`src/design/lrelu_pkg.sv`:
```
package lrelu_pkg;

  // array geometry
  localparam int GROUPS  = 2;
  localparam int UNITS   = 4;
  localparam int GROUP_W = $clog2(GROUPS);

  // word widths, all signed two's complement
  localparam int ACC_W     = 16;
  localparam int COEF_W    = 16;
  localparam int FRAC_BITS = 8;
  localparam int OUT_W     = 8;
  localparam int TAG_W     = 4;

  // stage one result, floor(x*a) plus b needs one guard bit
  localparam int MID_W   = ACC_W + COEF_W - FRAC_BITS + 1;

  // full precision products and the widest sum before saturation
  localparam int PROD1_W = ACC_W + COEF_W;
  localparam int PROD2_W = MID_W + COEF_W;
  localparam int SUM2_W  = PROD2_W - FRAC_BITS + 1;

  // fixed point constants, Q8.8
  localparam logic signed [COEF_W-1:0] LRELU_ALPHA = 26;
  localparam logic signed [COEF_W-1:0] ONE_COEF    = 256;

  // output clamp range
  localparam logic signed [OUT_W-1:0]  OUT_MAX = 127;
  localparam logic signed [OUT_W-1:0]  OUT_MIN = -128;

  // config opcodes, one per coefficient kind
  typedef enum logic [1:0] {
    CFG_SCALE  = 2'd0,
    CFG_BIAS   = 2'd1,
    CFG_OFFSET = 2'd2
  } cfg_op_t;

  // one addressed config write
  typedef struct packed {
    logic                valid;
    cfg_op_t             op;
    logic [GROUP_W-1:0]  group;
    logic [COEF_W-1:0]   data;
  } cfg_t;

  // coefficients held for one group
  typedef struct packed {
    logic signed [COEF_W-1:0] scale;
    logic signed [COEF_W-1:0] bias;
    logic signed [COEF_W-1:0] offset;
  } coef_t;

  // identity transform, used after reset
  localparam coef_t COEF_DEFAULT = '{scale: ONE_COEF, bias: '0, offset: '0};

  // sideband carried unchanged from input to output
  typedef struct packed {
    logic             is_lrelu;
    logic [TAG_W-1:0] tag;
  } user_t;

  // control that travels beside each beat
  typedef struct packed {
    logic  valid;
    logic  last;
    user_t user;
  } beat_ctl_t;

  // beat payloads, indexed [group][unit]
  typedef logic [GROUPS-1:0][UNITS-1:0][ACC_W-1:0] in_data_t;
  typedef logic [GROUPS-1:0][UNITS-1:0][MID_W-1:0] mid_data_t;
  typedef logic [GROUPS-1:0][UNITS-1:0][OUT_W-1:0] out_data_t;

endpackage

```
`src/design/lrelu_config_decode.sv`:
```
`timescale 1ns/1ps

module lrelu_config_decode (
  input  logic                                     clk,
  input  logic                                     reset,
  input  logic                                     clken,
  input  lrelu_pkg::cfg_t                          cfg,
  output lrelu_pkg::coef_t [lrelu_pkg::GROUPS-1:0] coefs
);
  import lrelu_pkg::*;

  // one-hot write strobes, one bit per group and field
  logic [GROUPS-1:0] wr_scale;
  logic [GROUPS-1:0] wr_bias;
  logic [GROUPS-1:0] wr_offset;

  // selected group as a one-hot vector
  logic [GROUPS-1:0] group_sel;

  always_comb begin
    group_sel = '0;
    for (int g = 0; g < GROUPS; g++) begin
      if (cfg.group == GROUP_W'(g)) begin
        group_sel[g] = 1'b1;
      end
    end
  end

  // a stalled pipeline also blocks config
  always_comb begin
    wr_scale  = '0;
    wr_bias   = '0;
    wr_offset = '0;
    if (clken && cfg.valid) begin
      case (cfg.op)
        CFG_SCALE: begin
          wr_scale = group_sel;
        end
        CFG_BIAS: begin
          wr_bias = group_sel;
        end
        CFG_OFFSET: begin
          wr_offset = group_sel;
        end
        default: begin
          // opcode 3 is reserved and writes nothing
          wr_scale = '0;
        end
      endcase
    end
  end

  // coefficient register file
  // new values are seen by beats accepted on the following edge
  always_ff @(posedge clk) begin
    if (reset) begin
      for (int g = 0; g < GROUPS; g++) begin
        coefs[g] <= COEF_DEFAULT;
      end
    end else begin
      for (int g = 0; g < GROUPS; g++) begin
        if (wr_scale[g]) begin
          coefs[g].scale <= cfg.data;
        end
        if (wr_bias[g]) begin
          coefs[g].bias <= cfg.data;
        end
        if (wr_offset[g]) begin
          coefs[g].offset <= cfg.data;
        end
      end
    end
  end

endmodule

```
`config.mk`:
```
export PLATFORM = sky130hd
export DESIGN_NAME = lrelu_config_decode
export DESIGN_NICKNAME = d
export VERILOG_FILES = /design/src/design/lrelu_pkg.sv /design/src/design/lrelu_config_decode.sv
export SDC_FILE = /design/constraint.sdc
export NUM_CORES = 1
export LEC_CHECK = 0
export ABC_CLOCK_PERIOD_IN_PS = 1300
export BUFFER_PORTS_ARGS = -buffer_cell sky130_fd_sc_hd__buf_4
export CELL_PAD_IN_SITES_DETAIL_PLACEMENT = 1
export CELL_PAD_IN_SITES_GLOBAL_PLACEMENT = 1
export CORE_MARGIN = 2
export CORE_UTILIZATION = 39
export DETAILED_ROUTE_END_ITERATION = 8
export HOLD_SLACK_MARGIN = 0.15
export PLACE_DENSITY = 0.88
export SYNTH_ARGS = -nofsm -noshare
export SYNTH_HDL_FRONTEND = slang
export SYNTH_SLANG_ARGS = --single-unit
export TNS_END_PERCENT = 50
```
`constraint.sdc`:
```
create_clock -name clk -period 1.3 [get_ports clk]
set_input_delay 0.13 -clock clk [delete_from_list [all_inputs] [get_ports clk]]
set_output_delay 0.13 -clock clk [all_outputs]
set_load 0.005 [all_outputs]
```
-- Word level (Yosys, flattened, before mapping)
Cells that the tools add are included.
- bits in registers: 96
- logic and storage cells: 18
- input port bits: 23
- output and inout port bits: 96
- muxes and demuxes: 8
- equality and inequality tests: 2
- reduce and logical (&&, ||, !) cells: 2
- operators with widths (kind ; count):
    2-to-1 mux 2 bit ; 6
    equality test 2 x 1 -> 1 bit (second input constant) ; 1
    equality test 2 bit (second input constant) ; 1
    zero test 2 bit ; 1
    2-to-1 mux 1 bit ; 2
    logical AND 1 bit ; 1

-- Longest topological paths before layout
- depth in word-level cells: 3
- gate-level depth with buffers: 5
- depth with buffers taken out: 3

-- Least setup slack after synthesis
No wires, ideal clock.
- path kind: input to register
- start: input port cfg[16] (netlist bit)
- end: register coefs[21] (netlist bit)
- slack: 0.336 ns
- data arrival time: 0.892 ns
- data required time: 1.228 ns
- path buffers: 2
- setup time: 0.072 ns
- cell stages on the path: 5
- path through: and3b_1 buf_6 and2_4 buf_6 mux2i_1
- cells in the longest elaborated chain, start to end: 3
- ends and longest elaborated chain (what ; line ; text):
    start, declared ; lrelu_config_decode.sv:7 ; input lrelu_pkg::cfg_t cfg,
    2-to-1 mux 1 bit ; lrelu_config_decode.sv:23 ; if (cfg.group == GROUP_W'(g)) begin
    2-to-1 mux 2 bit ; lrelu_config_decode.sv:35 ; case (cfg.op)
    2-to-1 mux 2 bit ; lrelu_config_decode.sv:34 ; if (clken && cfg.valid) begin
    end, declared ; lrelu_config_decode.sv:8 ; output lrelu_pkg::coef_t [lrelu_pkg::GROUPS-1:0] coefs
No other way between the ends.
A chain may end at the register's enable or synchronous reset.

-- Worst setup path after layout
- start: register coefs[13] (netlist bit)
- end: output port coefs[13] (netlist bit)
No word-level cell between the ends.

==> metrics.json <==
{
  "run_status": {"value": "finished clean"},
  "synthDistinctLibCells": {"value": 15},
  "wirelength_met1": {"value": 4.561, "unit": "mm"},
  "grt_max_degree": {"value": 44},
  "layout_min_cycle_time": {"value": 0.9867, "unit": "ns"},
  "critical_path.reg2reg.endpoint": {"value": "coefs[13]"},
  "setup_repair_after_global_routing_missed_its_margin": {"value": "false"},
  "count_of_buffers_from_port_buffering": {"value": 118},
  "largest_buffer_count_on_any_clock_path": {"value": 2},
  "cts_tree": {"value": "done"},
  "cts_htree_levels": {"value": 3},
  "floorplan.initialDensity": {"value": 0.3965},
  "worst-r2r-cell-count": {"value": 2},
  "number_of_flip_flops_in_the_largest_register": {"value": 96},
  "track_usage": {"value": 0.1995},
  "place_inst": {"value": 578},
  "timing.final.max_slew_violations": {"value": 0},
  "worstSetupPathType": {"value": "register to output port"},
  "fmax": {"value": 1013, "unit": "MHz"},
  "global_route.overflow_total": {"value": 0},
  "registers.top_by_ff_count": {"value": "coefs"},
  "clk_pin_slew_worst_paths": {"value": 0.09, "unit": "ns"},
  "diodes": {"value": 0},
  "worst_path_dominant_cell_family": {"value": "flip-flops"},
  "worstPathBufferInverterCount": {"value": 1},
  "row_count": {"value": 36},
  "synth_fp_nets": {"value": 362},
  "max_slew_margin": {"value": 0.7399},
  "fin_nets": {"value": 480},
  "timing.critical_path.required": {"value": 1.17, "unit": "ns"},
  "finalNonFillerCells": {"value": 594},
  "synth_area_per_inst": {"value": 11.28, "unit": "um2"},
  "detailedPlacementHpwl": {"value": 7.788, "unit": "mm"},
  "fin_setup_tns": {"value": 0, "unit": "ns"},
  "syn-cell-area": {"value": 3822, "unit": "um2"},
  "max_stage_delay": {"value": 0.38, "unit": "ns"},
  "power_density": {"value": 1101, "unit": "nW/um2"},
  "synth.ff_latch_count": {"value": 96},
  "routed_wire_length": {"value": 10.49, "unit": "mm"},
  "post-cts-setup-buffers": {"value": 0},
  "path_depth": {"value": 1},
  "final_layout_size_suffix_gt1_frac": {"value": 0.3189},
  "via_per_inst": {"value": 4.704},
  "ys_seq_area_frac": {"value": 0.5028},
  "drt.antenna.violating_nets": {"value": 0},
  "worst_skew_pair_latency": {"value": 0.34, "unit": "ns"},
  "worstSetupEndpoint": {"value": "coefs[13]"},
  "fp.dieW": {"value": 103, "unit": "um"},
  "floorplan.die_area": {"value": 10610, "unit": "um2"},
  "ctsRootBufferMaster": {"value": "sky130_fd_sc_hd__clkbuf_8"},
  "finalCritPeriodShare": {"value": 0.7590},
  "topmost_layer_with_routed_signal_wires": {"value": "met4"},
  "timing.critical_path.slowest_stage_cell": {"value": "sky130_fd_sc_hd__dfxtp_1"},
  "critical_path.max_fanout": {"value": 2},
  "top_level_ports": {"value": 119},
  "routed-via-count": {"value": 2794},
  "critical_path.startpoint_type": {"value": "register"},
  "r2r_slack": {"value": 0.62, "unit": "ns"},
  "finalSetupViolCount": {"value": 0},
  "fin_worst_skew": {"value": 0, "unit": "ns"},
  "routed-wl-met3": {"value": 403, "unit": "um"},
  "drt_pre_antenna_iters": {"value": 4},
  "cts_inserted_buffers": {"value": 9},
  "timing.final.hold_violations": {"value": 0},
  "core_area": {"value": 9639, "unit": "um2"},
  "drc_errors": {"value": 0},
  "post_drt_wl_per_cell": {"value": 17.66, "unit": "um"},
  "global_route_wire_length_before_repair": {"value": 15.92, "unit": "mm"},
  "routed-wl-met2": {"value": 5.308, "unit": "mm"},
  "worst-slew-pin-transition": {"value": 0.3902, "unit": "ns"},
  "grt_pass1_vias": {"value": 2977},
  "critical_path_cell_by_cell": {"value": "buf_4"},
  "syn2layout_area_growth": {"value": 31.59, "unit": "%"},
  "arrival": {"value": 0.86, "unit": "ns"},
  "dieHeight": {"value": 103, "unit": "um"},
  "power.ir.vdd_worst": {"value": 0.6537, "unit": "mV"},
  "worstSetupEndpointType": {"value": "output port"},
  "hold_path.class": {"value": "input pin to register"},
  "ys_warn_count": {"value": 0},
  "crit_start": {"value": "coefs[13]"},
  "cts.sinks": {"value": 96},
  "number_of_antenna_violations_at_the_first_check_in_global_routing": {"value": 0},
  "regToRegStartpoint": {"value": "coefs[13]"},
  "timing.max_cap.violations": {"value": 0},
  "gp_congestion": {"value": 0.7468},
  "drtIter0Drc": {"value": 35},
  "largestRegisters": {"value": "coefs: 96 flops"},
  "total_leakage_power": {"value": 0.002617, "unit": "uW"},
  "synthCells": {"value": 339}
}
[logic make-up after synthesis]
group                  Yosys count  synth area share
multiplexers                    96            0.2514
AND/OR/NAND/NOR                126            0.2095
buffers and inverters           21           0.03634
flip-flops                      96            0.5028
[cell type report]
| cell class | instances | area, um2 |
|---|---|---|
| Tap cell | 133 | 166.4 |
| Timing Repair Buffer | 128 | 963.4 |
| Sequential cell | 96 | 1922 |
| Clock inverter | 5 | 78.83 |
| Fill cell | 1102 | 4609 |
| Clock buffer | 10 | 137.6 |
| Multi-Input combinational cell | 222 | 1762 |
[how the worst min path moves through the flow]
stage               startpoint   endpoint  slack (ns)  cells past startpoint
floorplan               cfg[8]  coefs[40]        0.30                      2
global placement        cfg[8]  coefs[40]        0.40                      3
detailed placement      cfg[8]  coefs[40]        0.44                      3
CTS                     cfg[3]  coefs[51]        0.19                      3
global route           cfg[11]  coefs[75]        0.21                      3
finish                  cfg[3]  coefs[51]        0.19                      3
[cell usage in the layout, fill, tap and decap left out]
master                          count
sky130_fd_sc_hd__clkinv_2           2
sky130_fd_sc_hd__bufinv_16          2
sky130_fd_sc_hd__nor2_1             4
sky130_fd_sc_hd__mux2i_1           96
sky130_fd_sc_hd__nand2_1            2
sky130_fd_sc_hd__and2_4             1
sky130_fd_sc_hd__and2_1             1
sky130_fd_sc_hd__buf_4            127
sky130_fd_sc_hd__dfxtp_1           96
sky130_fd_sc_hd__and3b_1            1
sky130_fd_sc_hd__clkbuf_8          10
sky130_fd_sc_hd__and2b_1            2
sky130_fd_sc_hd__inv_6              1
sky130_fd_sc_hd__nand2_4            4
sky130_fd_sc_hd__dlygate4sd3_1      1
sky130_fd_sc_hd__and3_1             1
sky130_fd_sc_hd__nand2b_1         110
[routing by layer]
layer	vias to the layer above	GRT usage
met4	0	0.07996
li1	1348	-
met1	1369	0.2521
met2	63	0.3382
met3	14	0.03458
met5	-	0
[synthesized netlist by cell type (all sizes together)]
| library cell | instances | share of area |
|---|---|---|
| mux2i | 96 | 0.25 |
| buf | 11 | 0.027 |
| clkbuf | 10 | 0.0098 |
| and2 | 2 | 0.0039 |
| and3b | 1 | 0.0023 |
| nor2 | 4 | 0.0039 |
| and3 | 1 | 0.0016 |
| and2b | 2 | 0.0039 |
| nand2b | 110 | 0.18 |
| nand2 | 6 | 0.014 |
| dfxtp | 96 | 0.50 |
[timing repair]
item,4_1_cts,5_1_grt
hold endpoints to repair,2,0
hold buffers,1,0
setup endpoints to repair,0,0
gates resized for setup,0,0
[worst reg2reg max path, stage by stage, from the launching register on]
cell	delay, ns
sky130_fd_sc_hd__dfxtp_1	0.38
sky130_fd_sc_hd__nand2b_1	0.08
sky130_fd_sc_hd__mux2i_1	0.15
[report_power, final]
part	leakage [uW]	internal [uW]	switching (uW)	total, uW
registers	0.000775	2980	23.0	3000
clock network	0.000113	1130	1020	2150
logic	0.00173	203	189	392
[stage by stage]
| stage | total power (uW) | util | cell area (um2) | setup slack, ns | hold slack (ns) |
|---|---|---|---|---|---|
| floorplan | 3275 | - | 3822 | 0.3359 | 0.3010 |
| detailed placement | 3462 | 0.4983 | 4803 | 0.03385 | 0.4363 |
| global placement | 3446 | 0.4983 | 4803 | 0.1334 | 0.4025 |
| global route | 5737 | 0.5218 | 5030 | 0.2779 | 0.2148 |
| finish | 5539 | 0.5218 | 5030 | 0.3133 | 0.1921 |
| CTS | 5580 | 0.5218 | 5030 | 0.2992 | 0.1948 |
Power figures use the tool's default switching activity.
