File: src/design/lrelu_pkg.sv
package lrelu_pkg;

  // array geometry
  localparam int GROUPS  = 2;
  localparam int UNITS   = 4;
  localparam int GROUP_W = $clog2(GROUPS);

  // word widths, all signed two's complement
  localparam int ACC_W     = 16;
  localparam int COEF_W    = 16;
  localparam int FRAC_BITS = 8;
  localparam int OUT_W     = 8;
  localparam int TAG_W     = 4;

  // stage one result, floor(x*a) plus b needs one guard bit
  localparam int MID_W   = ACC_W + COEF_W - FRAC_BITS + 1;

  // full precision products and the widest sum before saturation
  localparam int PROD1_W = ACC_W + COEF_W;
  localparam int PROD2_W = MID_W + COEF_W;
  localparam int SUM2_W  = PROD2_W - FRAC_BITS + 1;

  // fixed point constants, Q8.8
  localparam logic signed [COEF_W-1:0] LRELU_ALPHA = 26;
  localparam logic signed [COEF_W-1:0] ONE_COEF    = 256;

  // output clamp range
  localparam logic signed [OUT_W-1:0]  OUT_MAX = 127;
  localparam logic signed [OUT_W-1:0]  OUT_MIN = -128;

  // config opcodes, one per coefficient kind
  typedef enum logic [1:0] {
    CFG_SCALE  = 2'd0,
    CFG_BIAS   = 2'd1,
    CFG_OFFSET = 2'd2
  } cfg_op_t;

  // one addressed config write
  typedef struct packed {
    logic                valid;
    cfg_op_t             op;
    logic [GROUP_W-1:0]  group;
    logic [COEF_W-1:0]   data;
  } cfg_t;

  // coefficients held for one group
  typedef struct packed {
    logic signed [COEF_W-1:0] scale;
    logic signed [COEF_W-1:0] bias;
    logic signed [COEF_W-1:0] offset;
  } coef_t;

  // identity transform, used after reset
  localparam coef_t COEF_DEFAULT = '{scale: ONE_COEF, bias: '0, offset: '0};

  // sideband carried unchanged from input to output
  typedef struct packed {
    logic             is_lrelu;
    logic [TAG_W-1:0] tag;
  } user_t;

  // control that travels beside each beat
  typedef struct packed {
    logic  valid;
    logic  last;
    user_t user;
  } beat_ctl_t;

  // beat payloads, indexed [group][unit]
  typedef logic [GROUPS-1:0][UNITS-1:0][ACC_W-1:0] in_data_t;
  typedef logic [GROUPS-1:0][UNITS-1:0][MID_W-1:0] mid_data_t;
  typedef logic [GROUPS-1:0][UNITS-1:0][OUT_W-1:0] out_data_t;

endpackage

File: src/design/lrelu_activate.sv
`timescale 1ns/1ps

module lrelu_activate (
  input  logic                                          clk,
  input  logic                                          reset,
  input  logic                                          clken,
  input  lrelu_pkg::beat_ctl_t                          mid_ctl,
  input  lrelu_pkg::mid_data_t                          mid_data,
  input  logic [lrelu_pkg::GROUPS-1:0][lrelu_pkg::COEF_W-1:0] mid_offset,
  output lrelu_pkg::beat_ctl_t                          m_ctl,
  output lrelu_pkg::out_data_t                          m_data
);
  import lrelu_pkg::*;

  // clamp a wide signed sum into the output word
  function automatic logic [OUT_W-1:0] saturate(input logic signed [SUM2_W-1:0] v);
    logic [OUT_W-1:0] res;
    if (v > SUM2_W'(OUT_MAX)) begin
      res = OUT_MAX;
    end else if (v < SUM2_W'(OUT_MIN)) begin
      res = OUT_MIN;
    end else begin
      res = OUT_W'(v);
    end
    return res;
  endfunction

  // slope per lane, alpha only for negative lrelu lanes
  logic signed [COEF_W-1:0]  slope    [GROUPS][UNITS];

  // cycle one registers
  beat_ctl_t                 ctl_q;
  logic signed [PROD2_W-1:0] prod_q   [GROUPS][UNITS];
  logic signed [COEF_W-1:0]  offset_q [GROUPS];

  // floored product plus group offset, before clamping
  logic signed [SUM2_W-1:0]  sum      [GROUPS][UNITS];

  always_comb begin
    for (int g = 0; g < GROUPS; g++) begin
      for (int u = 0; u < UNITS; u++) begin
        if (mid_ctl.user.is_lrelu && mid_data[g][u][MID_W-1]) begin
          slope[g][u] = LRELU_ALPHA;
        end else begin
          slope[g][u] = ONE_COEF;
        end
      end
    end
  end

  always_ff @(posedge clk) begin
    if (reset) begin
      ctl_q <= '0;
      for (int g = 0; g < GROUPS; g++) begin
        offset_q[g] <= '0;
        for (int u = 0; u < UNITS; u++) begin
          prod_q[g][u] <= '0;
        end
      end
    end else if (clken) begin
      ctl_q <= mid_ctl;
      for (int g = 0; g < GROUPS; g++) begin
        offset_q[g] <= mid_offset[g];
        for (int u = 0; u < UNITS; u++) begin
          prod_q[g][u] <= PROD2_W'($signed(mid_data[g][u])) * PROD2_W'(slope[g][u]);
        end
      end
    end
  end

  // floor shift, then add offset with one bit of headroom
  always_comb begin
    for (int g = 0; g < GROUPS; g++) begin
      for (int u = 0; u < UNITS; u++) begin
        sum[g][u] = SUM2_W'($signed(prod_q[g][u][PROD2_W-1:FRAC_BITS])) +
                    SUM2_W'(offset_q[g]);
      end
    end
  end

  // cycle two, output registers
  always_ff @(posedge clk) begin
    if (reset) begin
      m_ctl  <= '0;
      m_data <= '0;
    end else if (clken) begin
      m_ctl <= ctl_q;
      for (int g = 0; g < GROUPS; g++) begin
        for (int u = 0; u < UNITS; u++) begin
          m_data[g][u] <= saturate(sum[g][u]);
        end
      end
    end
  end

endmodule

File: config.mk
export PLATFORM = sky130hd
export DESIGN_NAME = lrelu_activate
export DESIGN_NICKNAME = d
export VERILOG_FILES = /design/src/design/lrelu_pkg.sv /design/src/design/lrelu_activate.sv
export SDC_FILE = /design/constraint.sdc
export NUM_CORES = 2
export LEC_CHECK = 0
export ABC_CLOCK_PERIOD_IN_PS = 10800
export BUFFER_PORTS_ARGS = -buffer_cell sky130_fd_sc_hd__buf_2
export CAP_MARGIN = 10
export CELL_PAD_IN_SITES_DETAIL_PLACEMENT = 1
export CELL_PAD_IN_SITES_GLOBAL_PLACEMENT = 1
export CORE_MARGIN = 2
export CORE_UTILIZATION = 30
export DETAILED_ROUTE_END_ITERATION = 7
export GPL_TIMING_DRIVEN = 0
export PLACE_DENSITY_LB_ADDON = 0.1
export SYNTH_ARGS = -nofsm -noshare
export SYNTH_HDL_FRONTEND = slang
export SYNTH_SLANG_ARGS = --single-unit
export TNS_END_PERCENT = 50
File: constraint.sdc
create_clock -name clk -period 10.8 [get_ports clk]
set_input_delay 2.16 -clock clk [delete_from_list [all_inputs] [get_ports clk]]
set_output_delay 2.16 -clock clk [all_outputs]
set_load 0.005 [all_outputs]
# Yosys cells after proc, flatten, opt, wreduce, memory -nomap -nowiden
# Memories as Yosys holds them, arrays and structs flattened.
# Index checks and enable logic that the tools add are counted.
# totals
elab_cells	107
out_inout_bits	71
ramBits	360
register_bits	78
input_bits	242
romBits	0
latchBits	0
memories	2
# mem_list
name	words	width	read_ports	rd_ports_with_merged_regs	wr	line	text
prod_q	2	164	2	0	2	lrelu_activate.sv:33	logic signed [PROD2_W-1:0] prod_q [GROUPS][UNITS];
offset_q	2	16	2	0	2	lrelu_activate.sv:34	logic signed [COEF_W-1:0] offset_q [GROUPS];
# classes
n_eq_ne	0
mul	8
n_mux	39
n_reduce_logical	8
n_lt_le_gt_ge	16
div_mod_pow	0
add_sub_neg	8
n_shift	0
bitwise	10
# op_table
cell	n
41-bit 2-to-1 mux	8
25-bit by 10-bit multiplier with 35-bit output	8
33-bit by 16-bit adder with 34-bit output	8
34-bit by 8-bit greater-than comparator with 1-bit output (second input constant)	8
34-bit by 8-bit < comparator with 1-bit output (second input constant)	8
8-bit 2-to-1 mux	16
9-bit 2-to-1 mux	8
16-bit 2-to-1 mux	2
1-bit OR	10
1-bit logical AND	8
1-bit 2-to-1 mux	5

# Depth between registers and ports, before layout
# An unclocked memory read counts as a cell.
# depth
ltp_word	5
ltp_mapped	26
ltp_nobuf	23

# Worst setup path after synthesis
# No wires, ideal clock.
# synth_path
kind	in2reg
from	input reset
to	memory offset_q[0][0] (enable)
setup_ps	598
n_path_buf	3
cell_stages	5
arrival_ps	7761
slack_ps	2442
t_required_ps	10202
cell_sequence	clkbuf_1 > nor2_1 > clkbuf_1 > clkbuf_1 > inv_1
# synth_lines
item	line	text
start, declared	lrelu_activate.sv:5	input logic reset,
end, declared	lrelu_activate.sv:34	

==> reports/results.ini <==
[status]
status = finished clean

[worst_setup_path]
r2r_slack_ns = 5.56
r2r_cells = 14
critPathKind = in -> reg
crit_required_ns = 11.14
cp-start-kind = input port
path_buf_inv = 6
cp_slowest_cell = clkbuf_2
crit_top_cell = ha_1
path_delay_family = compound AO/OA/AOI/OAI gates
crit_path_end_kind = register
cp.arrival_ns = 10.37
crit_path_max_fanout = 10
r2r_end = m_data[13]$_SDFFE_PP0P_
slowest_delay_ns = 0.70
reg2reg_from = offset_q[0][1]$_SDFFCE_PN0P_

[synth]
ys_ff_latch = 326
syn_inst = 5606
yosysSeqAreaShare = 0.173
syn-mean-instance-area_um2 = 9.30
ys_warn_count = 0
netlist_area_mm2 = 0.0522
synth_edf_count = 248
synth_cell_type_count = 102
synthArstFlopShare = 0
synthFlopType = edfxtp_1

[layout]
fin_util = 0.341
drive_gt1_frac = 0.0788
area_delta_synth_final_pct = 13.3
fillers = 20200
fin_nets = 7803

[drt]
vias = 43300
detail_route.wl_per_cell_um = 21.4
drtIter0Drc = 1737
routed_wl_mm = 182
drc = 0
vias_per_cell = 5.09
antenna_left = 0
drt-pass1-iter-count = 5

[cts]
cts_sinks = 326
htree_num_levels = 2
cts_buffers = 46
clock_latency_ns = 0.65
post_cts_buffers = 0
ctsResizeCount = 0
path_clk_slew_ns = 0.06
cts_buffer_depth = 3
cts_tree = done
hold_buffers = 0
root_buffer = clkbuf_16

[worst_hold_path]
min_path_cells = 2
hold_path.startpoint = m_data[7]$_SDFFE_PP0P_
min_path_type = reg -> reg
holdPathEnd = m_data[7]$_SDFFE_PP0P_

[global_routing]
grtUsageTotal = 0.205
first_global_vias = 46300
grt_pass1_wl_mm = 282
overflow = 0
antenna_found_initial = 53
grt_max_degree = 103

[sta]
rsz0062_at_grt = false
max_freq_mhz = 99.7
relSlewSlack = 0.183
fin_crit_ns = 10.03
tightest_slew_ns = 1.23
holdWs_ns = 0.465
final.setup_skew_ns = 0.0259
hold_viol = 0
setup_viol = 0
slew_violations = 0
fin_crit_sh = 0.929

[placement]
port-buffer-count = 312
gp_congestion = 0.834
dpl.hpwl_mm = 154

[floorplan]
num_rows = 153
io_pins = 313
start_util = 0.301
die_area_mm2 = 0.177
die_height_um = 421
core_mm2 = 0.173
dieWidth_um = 421

[power]
p_per_area_mw_per_mm2 = 141
p_leak_nw = 30.3
peakVddDrop_uv = 112

[job]
max_cap_violations = 0

## where the power goes
group | leakage, nW | internal [mW] | switching (mW)
combinational | 26.2 | 2.04 | 2.91
clock | 0.732 | 0.903 | 0.666
sequential | 3.31 | 1.61 | 0.185
total | 30.3 | 4.56 | 3.76
## synthesized netlist by cell type, types with 9 or more instances
cell type / instances / area share
o31ai_1: 26 / 0.0037
fa_1: 344 / 0.13
dfxtp_1: 78 / 0.030
nor2_1: 441 / 0.032
a21boi_0: 12 / 0.0017
a21o_1: 293 / 0.042
a211o_1: 13 / 0.0022
a211oi_1: 55 / 0.0079
o2111ai_1: 13 / 0.0022
a41oi_1: 11 / 0.0018
and3_1: 241 / 0.029
nor4_1: 29 / 0.0035
and2_1: 102 / 0.012
or2_2: 16 / 0.0019
o31a_1: 19 / 0.0032
xnor2_1: 221 / 0.037
or3_1: 29 / 0.0035
nor3b_1: 16 / 0.0023
o41ai_1: 9 / 0.0015
o21ai_0: 200 / 0.019
o21bai_1: 52 / 0.0075
o211ai_1: 32 / 0.0046
nand3_1: 98 / 0.0094
nand4_1: 45 / 0.0054
ha_1: 1087 / 0.26
or4_1: 10 / 0.0014
nand2_1: 268 / 0.019
a31oi_1: 39 / 0.0047
clkbuf_1: 125 / 0.0090
a31o_2: 9 / 0.0015
nand3b_1: 9 / 0.0013
inv_1: 378 / 0.027
nor2b_1: 65 / 0.0078
nand2b_1: 76 / 0.0091
a21oi_1: 355 / 0.034
xor2_1: 124 / 0.021
a221o_1: 40 / 0.0077
o311ai_0: 11 / 0.0018
mux2i_1: 25 / 0.0048
edfxtp_1: 248 / 0.14
buf_1: 14 / 0.0010
o21a_1: 68 / 0.0098
nor3_1: 95 / 0.0091
a2111oi_0: 19 / 0.0032
## state kept, by name, summed over array words and instances, names as in the netlist
signal / count
ctl_q: 7
m_ctl: 7
m_data: 64
offset_q: 32
prod_q: 216
## worst max path at each step
stage	start	endpoint	slack, ns	cells past startpoint
final	mid_ctl[4]	prod_q[0][115]$_SDFFCE_PN0P_	0.77	26
after global routing	mid_ctl[4]	prod_q[0][115]$_SDFFCE_PN0P_	0.25	26
after CTS	mid_ctl[4]	prod_q[0][115]$_SDFFCE_PN0P_	0.67	26
after detailed placement	mid_ctl[4]	prod_q[0][115]$_SDFFCE_PN0P_	0.002	26
after global placement	reset	prod_q[1][64]$_SDFFCE_PN0P_	-2.25	6
after floorplan	reset	offset_q[0][0]$_SDFFCE_PN0P_	2.44	5
## placed cells by master (no fill, tap or decap), types with 118 or more instances in the layout
master / instances
ha_1: 1087
inv_1: 377
nand2_1: 268
a21o_1: 293
nor2_1: 440
and3_1: 241
conb_1: 152
buf_2: 318
edfxtp_1: 248
o21ai_0: 200
a21oi_1: 355
xnor2_1: 221
xor2_1: 124
clkbuf_1: 118
fa_1: 344
## per-stage QoR
stage | instance area, um2 | setup WS (ns) | power, mW | TNS [ns] | cells
final | 59100 | 0.769 | 8.32 | 0 | 8506
after global routing | 59100 | 0.247 | 9.14 | 0 | 8502
after CTS | 59100 | 0.669 | 8.46 | 0 | 8492
after detailed placement | 57500 | 0.00227 | 6.80 | 0 | 8407
after global placement | 57200 | -2.25 | 6.76 | -600.18 | 8393
after floorplan | 52700 | 2.44 | 5.35 | 0 | 5756
## cell type report
type | instances | area (um2) | share of cell area
tap | 2325 | 2910 | 0.0492
clock buffer | 58 | 1260 | 0.0213
antenna | 14 | 35.0 | 0.000593
sequential | 326 | 9010 | 0.152
multi-input combinational | 4909 | 41700 | 0.706
inverter | 378 | 1430 | 0.0241
clock inverter | 27 | 256 | 0.00434
timing repair buffer | 326 | 1890 | 0.0319
buffer | 143 | 563 | 0.00953
## kinds of logic (layout without fill, tap and decap cells)
logic type | count (synthesis) | in the layout | share of synthesized area
compound gates | 1378 | 1378 | 0.180
other cells | 2 | 166 | 0.000144
simple gates | 1576 | 1576 | 0.154
flops | 326 | 326 | 0.173
mux | 27 | 27 | 0.00523
xor+xnor | 345 | 345 | 0.0579
fa+ha+maj | 1431 | 1431 | 0.393
buf+inv | 521 | 932 | 0.0376
## per-layer routing
| layer | up-vias | global-route usage | routed length (um) |
|---|---|---|---|
| met5 | - | 0 | 23 |
| met4 | 4 | 0.0583 | 5450 |
| met3 | 185 | 0.0187 | 5090 |
| met2 | 540 | 0.354 | 86900 |
| met1 | 21200 | 0.270 | 84900 |
| li1 | 21400 | - | - |
## worst reg2reg max path, stage by stage, from the launching register on
cell	delay (ns)
edfxtp_1	0.66
inv_1	0.40
fa_1	0.55
nor2b_1	0.19
o31a_1	0.26
o211ai_1	0.18
and2_1	0.18
a21oi_1	0.29
xor2_1	0.14
nor4_1	0.34
nand4_1	0.13
or4b_1	0.50
o41ai_2	0.67
nor2_1	0.28
a221o_1	0.35
Note: power is estimated with default switching activity, not from simulation.
